$ cat config.mk
export PLATFORM = sky130hd
export DESIGN_NAME = sys_top
export DESIGN_NICKNAME = d
export VERILOG_FILES = /design/src/hdl/audio_pkg.sv /design/src/hdl/hps_io_pkg.sv /design/src/hdl/sys_top.sv /design/src/hdl/aud_channel_mix.sv /design/src/hdl/hps_ctrl_regs.sv /design/src/hdl/aud_sample_filter.sv
export VERILOG_INCLUDE_DIRS = /design/src /design/src/hdl
export SDC_FILE = /design/constraint.sdc
export NUM_CORES = 1
export LEC_CHECK = 0
export BUFFER_PORTS_ARGS = -buffer_cell sky130_fd_sc_hd__buf_2
export CAP_MARGIN = 20
export CORE_MARGIN = 2
export CORE_UTILIZATION = 60
export CTS_CLUSTER_DIAMETER = 100
export DETAILED_ROUTE_END_ITERATION = 12
export GPL_ROUTABILITY_DRIVEN = 0
export GPL_TIMING_DRIVEN = 0
export PLACE_DENSITY = 0.85
export SLEW_MARGIN = 20
export SYNTH_ARGS = -nofsm -noshare
export SYNTH_HDL_FRONTEND = slang
export SYNTH_SLANG_ARGS = --single-unit
$ cat constraint.sdc
create_clock -name clk_sys -period 7.1 [get_ports clk_sys]
set_input_delay 0.355 -clock clk_sys [delete_from_list [all_inputs] [get_ports clk_sys]]
set_output_delay 0.355 -clock clk_sys [all_outputs]
set_load 0.005 [all_outputs]
$ cat src/hdl/sys_config.svh
// System configuration constants
`ifndef SYS_CONFIG_SVH
`define SYS_CONFIG_SVH

// HPS word bus
`define IO_WIDTH     16
`define CMD_WIDTH    8

// Command codes carried in the first word of a frame
`define CMD_LED      8'h25
`define CMD_VOLUME   8'h26

// Board LED panel
`define LED_COUNT    8

// Audio sample format
`define SAMPLE_WIDTH 16

// Top attenuation bit mutes, the bits below it are a shift count
`define ATT_MUTE_BIT 4

`endif
$ cat src/hdl/audio_pkg.sv
// Audio mixer types
`default_nettype none

`include "sys_config.svh"

package audio_pkg;

	// Two's-complement sample
	typedef logic [`SAMPLE_WIDTH-1:0] sample_t;

	// One extra bit of headroom for sums
	typedef logic [`SAMPLE_WIDTH:0] wide_sample_t;

	// Mute bit on top, right-shift count below
	typedef logic [`ATT_MUTE_BIT:0] att_t;

	// Stereo cross-mix amount
	typedef enum logic [1:0] {
		MIX_NONE = 2'd0,
		MIX_25   = 2'd1,
		MIX_50   = 2'd2,
		MIX_MONO = 2'd3
	} mix_t;

	// Controls common to both channels
	typedef struct packed {
		att_t att;
		mix_t mix;
		logic is_signed;
	} audio_ctrl_t;

endpackage

`default_nettype wire

$ cat src/hdl/hps_io_pkg.sv
// HPS control bus types
`default_nettype none

`include "sys_config.svh"

package hps_io_pkg;

	// One word on the HPS bus
	typedef logic [`IO_WIDTH-1:0] io_word_t;

	// Command code from the low part of the first word
	typedef logic [`CMD_WIDTH-1:0] cmd_t;

	// One bit per board LED
	typedef logic [`LED_COUNT-1:0] led_word_t;

	// Same layout as the LED command data word
	typedef struct packed {
		led_word_t led_overtake;
		led_word_t led_state;
	} led_cfg_t;

	// Command frame decoder states
	typedef enum logic {
		FRAME_IDLE,
		FRAME_DATA
	} frame_state_t;

endpackage

`default_nettype wire

$ cat src/hdl/sys_top.sv
// Control registers and stereo mixer top
`default_nettype none

module sys_top (
	input  wire                   clk_sys,
	input  wire                   resetd,

	input  wire                   i_io_uio,
	input  wire                   i_io_strobe,
	input  hps_io_pkg::io_word_t  i_io_din,

	input  wire                   i_led_user,
	input  wire  [1:0]            i_led_power,
	input  wire                   i_led_disk,

	input  wire                   i_audio_signed,
	input  audio_pkg::mix_t       i_audio_mix,
	input  audio_pkg::sample_t    i_core_audio_l,
	input  audio_pkg::sample_t    i_core_audio_r,
	input  audio_pkg::sample_t    i_linux_audio_l,
	input  audio_pkg::sample_t    i_linux_audio_r,

	output hps_io_pkg::led_word_t o_led,
	output audio_pkg::sample_t    o_audio_l,
	output audio_pkg::sample_t    o_audio_r
);

	audio_pkg::att_t        vol_att;
	audio_pkg::audio_ctrl_t audio_ctrl;
	audio_pkg::sample_t     pre_l;
	audio_pkg::sample_t     pre_r;

	hps_ctrl_regs hps_ctrl_regs_i (
		.clk_sys     (clk_sys),
		.resetd      (resetd),
		.i_io_uio    (i_io_uio),
		.i_io_strobe (i_io_strobe),
		.i_io_din    (i_io_din),
		.i_led_user  (i_led_user),
		.i_led_power (i_led_power),
		.i_led_disk  (i_led_disk),
		.o_led       (o_led),
		.o_att       (vol_att)
	);

	// Volume from software, format and mix from the core
	assign audio_ctrl.att       = vol_att;
	assign audio_ctrl.mix       = i_audio_mix;
	assign audio_ctrl.is_signed = i_audio_signed;

	////////////////////////////////////////////////////////////
	// Left and right channels, pre signals crossed
	////////////////////////////////////////////////////////////

	aud_channel_mix mix_l_i (
		.clk_sys       (clk_sys),
		.resetd        (resetd),
		.i_ctrl        (audio_ctrl),
		.i_core_audio  (i_core_audio_l),
		.i_linux_audio (i_linux_audio_l),
		.i_pre_in      (pre_r),
		.o_pre_out     (pre_l),
		.o_audio       (o_audio_l)
	);

	aud_channel_mix mix_r_i (
		.clk_sys       (clk_sys),
		.resetd        (resetd),
		.i_ctrl        (audio_ctrl),
		.i_core_audio  (i_core_audio_r),
		.i_linux_audio (i_linux_audio_r),
		.i_pre_in      (pre_l),
		.o_pre_out     (pre_r),
		.o_audio       (o_audio_r)
	);

endmodule

`default_nettype wire

$ cat src/hdl/aud_channel_mix.sv
// Audio channel mixer pipeline
`default_nettype none

`include "sys_config.svh"

module aud_channel_mix (
	input  wire                    clk_sys,
	input  wire                    resetd,
	input  audio_pkg::audio_ctrl_t i_ctrl,
	input  audio_pkg::sample_t     i_core_audio,
	input  audio_pkg::sample_t     i_linux_audio,
	input  audio_pkg::sample_t     i_pre_in,
	output audio_pkg::sample_t     o_pre_out,
	output audio_pkg::sample_t     o_audio
);

	audio_pkg::sample_t      core_filt;
	audio_pkg::wide_sample_t conv_d;
	audio_pkg::wide_sample_t conv_q;
	audio_pkg::wide_sample_t sum_q;
	audio_pkg::wide_sample_t mix_d;
	audio_pkg::wide_sample_t mix_q;
	audio_pkg::wide_sample_t att_q;

	// Arithmetic shifts of the sum and of the other channel's pre value
	audio_pkg::wide_sample_t sum_div2;
	audio_pkg::wide_sample_t sum_div4;
	audio_pkg::wide_sample_t sum_div8;
	audio_pkg::wide_sample_t pre_ext;
	audio_pkg::wide_sample_t pre_div2;
	audio_pkg::wide_sample_t pre_div4;

	aud_sample_filter filter_i (
		.clk_sys  (clk_sys),
		.resetd   (resetd),
		.i_sample (i_core_audio),
		.o_sample (core_filt)
	);

	// Unsigned core audio is halved into the positive range
	assign conv_d = i_ctrl.is_signed ? {core_filt[`SAMPLE_WIDTH-1], core_filt} :
		{2'b00, core_filt[`SAMPLE_WIDTH-1:1]};

	assign o_pre_out = sum_q[`SAMPLE_WIDTH:1];

	assign sum_div2 = $signed(sum_q) >>> 1;
	assign sum_div4 = $signed(sum_q) >>> 2;
	assign sum_div8 = $signed(sum_q) >>> 3;
	assign pre_ext  = {i_pre_in[`SAMPLE_WIDTH-1], i_pre_in};
	assign pre_div2 = $signed(pre_ext) >>> 1;
	assign pre_div4 = $signed(pre_ext) >>> 2;

	////////////////////////////////////////////////////////////
	// Stereo cross-mix
	////////////////////////////////////////////////////////////

	always_comb begin
		mix_d = sum_q;
		case (i_ctrl.mix)
			audio_pkg::MIX_NONE: mix_d = sum_q;
			audio_pkg::MIX_25:   mix_d = sum_q - sum_div8 + pre_div4;
			audio_pkg::MIX_50:   mix_d = sum_q - sum_div4 + pre_div2;
			audio_pkg::MIX_MONO: mix_d = sum_div2 + pre_ext;
			default:             mix_d = sum_q;
		endcase
	end

	always_ff @(posedge clk_sys) begin
		if (resetd) begin
			conv_q <= '0;
			sum_q  <= '0;
			mix_q  <= '0;
			att_q  <= '0;
		end else begin
			conv_q <= conv_d;
			sum_q  <= conv_q + {i_linux_audio[`SAMPLE_WIDTH-1], i_linux_audio};
			mix_q  <= mix_d;
			if (i_ctrl.att[`ATT_MUTE_BIT]) begin
				att_q <= '0;
			end else begin
				att_q <= $signed(mix_q) >>> i_ctrl.att[`ATT_MUTE_BIT-1:0];
			end
		end
	end

	// Clamp to the 16-bit signed range
	assign o_audio = (att_q[`SAMPLE_WIDTH] ^ att_q[`SAMPLE_WIDTH-1]) ?
		{att_q[`SAMPLE_WIDTH], {(`SAMPLE_WIDTH-1){att_q[`SAMPLE_WIDTH-1]}}} :
		att_q[`SAMPLE_WIDTH-1:0];

endmodule

`default_nettype wire

$ cat src/hdl/hps_ctrl_regs.sv
// HPS command decoder and board LEDs
`default_nettype none

`include "sys_config.svh"

module hps_ctrl_regs (
	input  wire                   clk_sys,
	input  wire                   resetd,

	input  wire                   i_io_uio,
	input  wire                   i_io_strobe,
	input  hps_io_pkg::io_word_t  i_io_din,

	input  wire                   i_led_user,
	input  wire  [1:0]            i_led_power,
	input  wire                   i_led_disk,

	output hps_io_pkg::led_word_t o_led,
	output audio_pkg::att_t       o_att
);

	hps_io_pkg::frame_state_t frame_state;
	hps_io_pkg::cmd_t         cmd;
	hps_io_pkg::led_cfg_t     led_cfg;
	audio_pkg::att_t          att;
	hps_io_pkg::led_word_t    led_status;
	logic                     led_power;

	////////////////////////////////////////////////////////////
	// Command frame decoder
	////////////////////////////////////////////////////////////

	always_ff @(posedge clk_sys) begin
		if (resetd) begin
			frame_state <= hps_io_pkg::FRAME_IDLE;
			cmd         <= '0;
			led_cfg     <= '0;
			att         <= '0;
		end else if (!i_io_uio) begin
			// Select dropped, next word starts a new frame
			frame_state <= hps_io_pkg::FRAME_IDLE;
		end else if (i_io_strobe) begin
			case (frame_state)
				hps_io_pkg::FRAME_IDLE: begin
					cmd         <= i_io_din[`CMD_WIDTH-1:0];
					frame_state <= hps_io_pkg::FRAME_DATA;
				end
				hps_io_pkg::FRAME_DATA: begin
					// Every data word rewrites the target register
					if (cmd == `CMD_LED) begin
						led_cfg <= hps_io_pkg::led_cfg_t'(i_io_din);
					end
					if (cmd == `CMD_VOLUME) begin
						att <= i_io_din[`ATT_MUTE_BIT:0];
					end
				end
				default: begin
					frame_state <= hps_io_pkg::FRAME_IDLE;
				end
			endcase
		end
	end

	assign o_att = att;

	////////////////////////////////////////////////////////////
	// Board LED panel
	////////////////////////////////////////////////////////////

	// Power LED is lit unless the core takes control of it
	assign led_power = i_led_power[1] ? i_led_power[0] : 1'b1;

	always_comb begin
		led_status    = '0;
		led_status[0] = i_led_user;
		led_status[2] = i_led_disk;
		led_status[4] = led_power;
	end

	// Overridden bits show software state, the rest show status
	assign o_led = (led_cfg.led_overtake & led_cfg.led_state) |
		(~led_cfg.led_overtake & led_status);

endmodule

`default_nettype wire

$ cat src/hdl/aud_sample_filter.sv
// Core sample glitch filter
`default_nettype none

module aud_sample_filter (
	input  wire                clk_sys,
	input  wire                resetd,
	input  audio_pkg::sample_t i_sample,
	output audio_pkg::sample_t o_sample
);

	audio_pkg::sample_t dly_1;
	audio_pkg::sample_t dly_2;
	audio_pkg::sample_t dly_3;

	always_ff @(posedge clk_sys) begin
		if (resetd) begin
			dly_1    <= '0;
			dly_2    <= '0;
			dly_3    <= '0;
			o_sample <= '0;
		end else begin
			dly_1 <= i_sample;
			dly_2 <= dly_1;
			dly_3 <= dly_2;
			// Load only once the value has held for two taps
			if (dly_2 == dly_3) begin
				o_sample <= dly_2;
			end
		end
	end

endmodule

`default_nettype wire

==> run metrics <==
critical path required time=between 7000 and 8000 ps; detailed placement HPWL=36500 um; worst r2r src=mix_l_i.sum_q[4]; min-delay worst type=primary input to flip-flop; Top delay family on crit path=compound AO/OA/AOI/OAI gates; worst-margin pin slew=923 ps; RSZ-0062 raised after global routing=no; Cells after Synth=about 2000; starting density of the core=0.608; via density per instance=~5.9; slowest cell delay on critical path=580 ps; WP data arrival=4460 ps; Synth Area in Simple Gates=0.161; CP Buf/Inv Count=2; largest family of logic cells by synthesized area=adder cells; Overflow after GRT=0; vias in the first global route=between 15000 and 20000; Lkg Pwr=between 9 and 10 nW; hold slack final=13.7 ps; layout cells sized above 1=0.111; TritonCTS clock tree=done; Synth async-reset ratio=0; Hold Path Sink=hps_ctrl_regs_i.led_cfg[10]; launch point of the critical path=mix_l_i.sum_q[4]; GR Util All Layers=0.302; Crit Path Max Fanout=5; Die W=177 um; maxcap violations=0; Clock Skew=32.9 ps; critical path's slowest cell=fa_1; compound-cell area share of the yosys netlist=0.152; Synth Area per Inst=8.94 um^2; hold path cells=3; post-synth cell types=81; outcome=finished clean; drt drc=0; Total Nets Final=roughly 2500; sequential share of the synthesized area=0.326; xor and xnor fraction of the mapped netlist area=0.0543; minimum clock period=4030 ps; I/O pin cnt=about 130; Routed Antenna Nets=0; die footprint=0.0313 mm^2; Adder-Cell Fraction of Synth Area=0.163; Max Slew Vio Count=0; clock sinks=292; R2R depth=12; CTS max path bufs=3; Crit Path Class=flip-flop to flip-flop; FP Rows=63; Cell Pwr Density=240 mW/mm^2; commonest non-fill, non-tap cell in the layout=dfxtp_1; Final TNS setup=0 ps; Initial DRC Count=1455; r2r endpoint=mix_r_i.mix_q[16]; Post-Route WL=47600 um; Fill cells=2150; initial antenna violation count=1; drt pass-1 iters=8; Final Cycle Share=0.568; maximum vdd ir drop=0.223 mV; most frequent cells in the layout=dfxtp_1 (292), nor2_1 (201), inv_1 (193); worst reg2reg setup slack=3070 ps; first-pass GRT wire length=75600 um; H-tree level count=1; clock transition at the registers of the reported paths=60 ps; Hold Startpoint=i_io_din[10]; Die Y=about 180 um; #FFs+latches synth=292; Cell Area, Synth=0.0179 mm^2; core footprint=approximately 0.029 mm^2; Post-synth EDFFs=0; vias post-DR=15283; ant diodes=0; fmax=248 MHz; Primary FF master, synth=dfxtp_1; Fin. Hold Viols=0; total CTS buffers=30; IO buf count=roughly 130; drt wl/cell=about 18 um; crit end category=flip-flop; Slew HR=0.385; Setup crit start kind=flip-flop; Area Growth Syn to Fin=12.5%; mux cell area share after synthesis=0.0861; largest net degree at the start of global routing=16; Root Buffer=clkbuf_16; Setup Viol. Count Final=0; crit-path cells=inv_1, fa_1, inv_1, fa_1, a21o_1, a221oi_2, a21oi_1, a221o_1, o41ai_2, xnor2_1, nand2_1, a221oi_1; Synth Net Count=2290; synthesis warning total=0; clock latency on the worst-skew pair=570 ps
registers in the layout, indices dropped and copies added, names as in the netlist, 17 cells and up:
register / cells
mix_l_i.att_q: 17
mix_r_i.att_q: 17
mix_l_i.sum_q: 17
mix_l_i.mix_q: 17
mix_r_i.sum_q: 17
mix_r_i.mix_q: 17
area by class of cell:
type,instances,area (um^2),share of cell area
Tap cell,390,488,0.0242
Buffer,80,308,0.0153
Clock buffer,38,831,0.0412
Timing Repair Buffer,129,656,0.0325
Sequential cell,292,5850,0.290
Multi-Input combinational cell,1438,11000,0.547
Inverter,194,728,0.0361
Clock inverter,17,270,0.0134
kinds of logic (layout without fill, tap and decap cells):
kind of cell	count (synthesis)	in the layout
mux	135	135
fa+ha+maj	195	195
compound gates	396	396
flops	292	292
simple gates	601	601
xor+xnor	111	111
buf+inv	274	458
Yosys cell counts, drive strengths merged, types with 13 or more instances:
cell type	number	share of area
a21oi	102	0.029
clkbuf	64	0.013
a22oi	19	0.0082
nor2	201	0.042
fa	63	0.070
mux2i	108	0.060
mux2	13	0.0082
a221oi	28	0.015
nand3	13	0.0036
o21a	16	0.0067
buf	16	0.0038
ha	132	0.092
inv	193	0.040
xnor2	43	0.021
nor2b	112	0.040
a21o	30	0.013
nor4	14	0.0049
a211oi	51	0.022
nand2b	17	0.0059
nand2	151	0.032
xor2	68	0.033
o21ai	68	0.019
dfxtp	292	0.33
a31oi	13	0.0045
mux4	14	0.018
nor3	21	0.0059
and2	20	0.0070
power breakdown:
group          internal (W)  switching [W]
clock               0.00105       0.000650
sequential          0.00172      0.0000749
combinational      0.000560       0.000785
tightest hold or removal path: cells and delay by family:
family                 cells  cell delay, ps
multiplexers               1              50
AND/OR/NAND/NOR            1              70
buffers and inverters      1              70
repair_timing:
| action | CTS | global route |
|---|---|---|
| setup endpoints to repair | 0 | 0 |
| hold endpoints to repair | 2 | 0 |
| hold buffers | 2 | 0 |
| setup buffers | 0 | 0 |
| resized for setup | 0 | 0 |
per-stage QoR:
step,cell area [um^2],power [W],cells,setup WS (ps),util
2_1_floorplan,17900,0.00277,2004,3840,-
3_3_place_gp,19000,0.00307,2521,3210,0.646
3_5_place_dp,19000,0.00312,2521,3160,0.646
4_1_cts,20200,0.00481,2578,3160,0.684
5_1_grt,20200,0.00505,2578,2870,0.684
6_report,20200,0.00484,2578,3070,0.684
worst max path at each step:
stage,to,cells after the start
2_1_floorplan,mix_r_i.mix_q[16],12
3_3_place_gp,mix_r_i.mix_q[16],12
3_5_place_dp,mix_r_i.mix_q[16],12
4_1_cts,mix_r_i.mix_q[16],12
5_1_grt,mix_r_i.mix_q[16],12
6_report,mix_r_i.mix_q[16],12
metal layers:
layer / track usage / vias to the layer above / routed length (um)
li1: - / 7154 / -
met1: 0.352 / 7070 / 17700
met2: 0.512 / 845 / 22400
met3: 0.0601 / 212 / 4450
met4: 0.186 / 2 / 3090
met5: 0 / - / 11
Power figures use the tool's default switching activity.
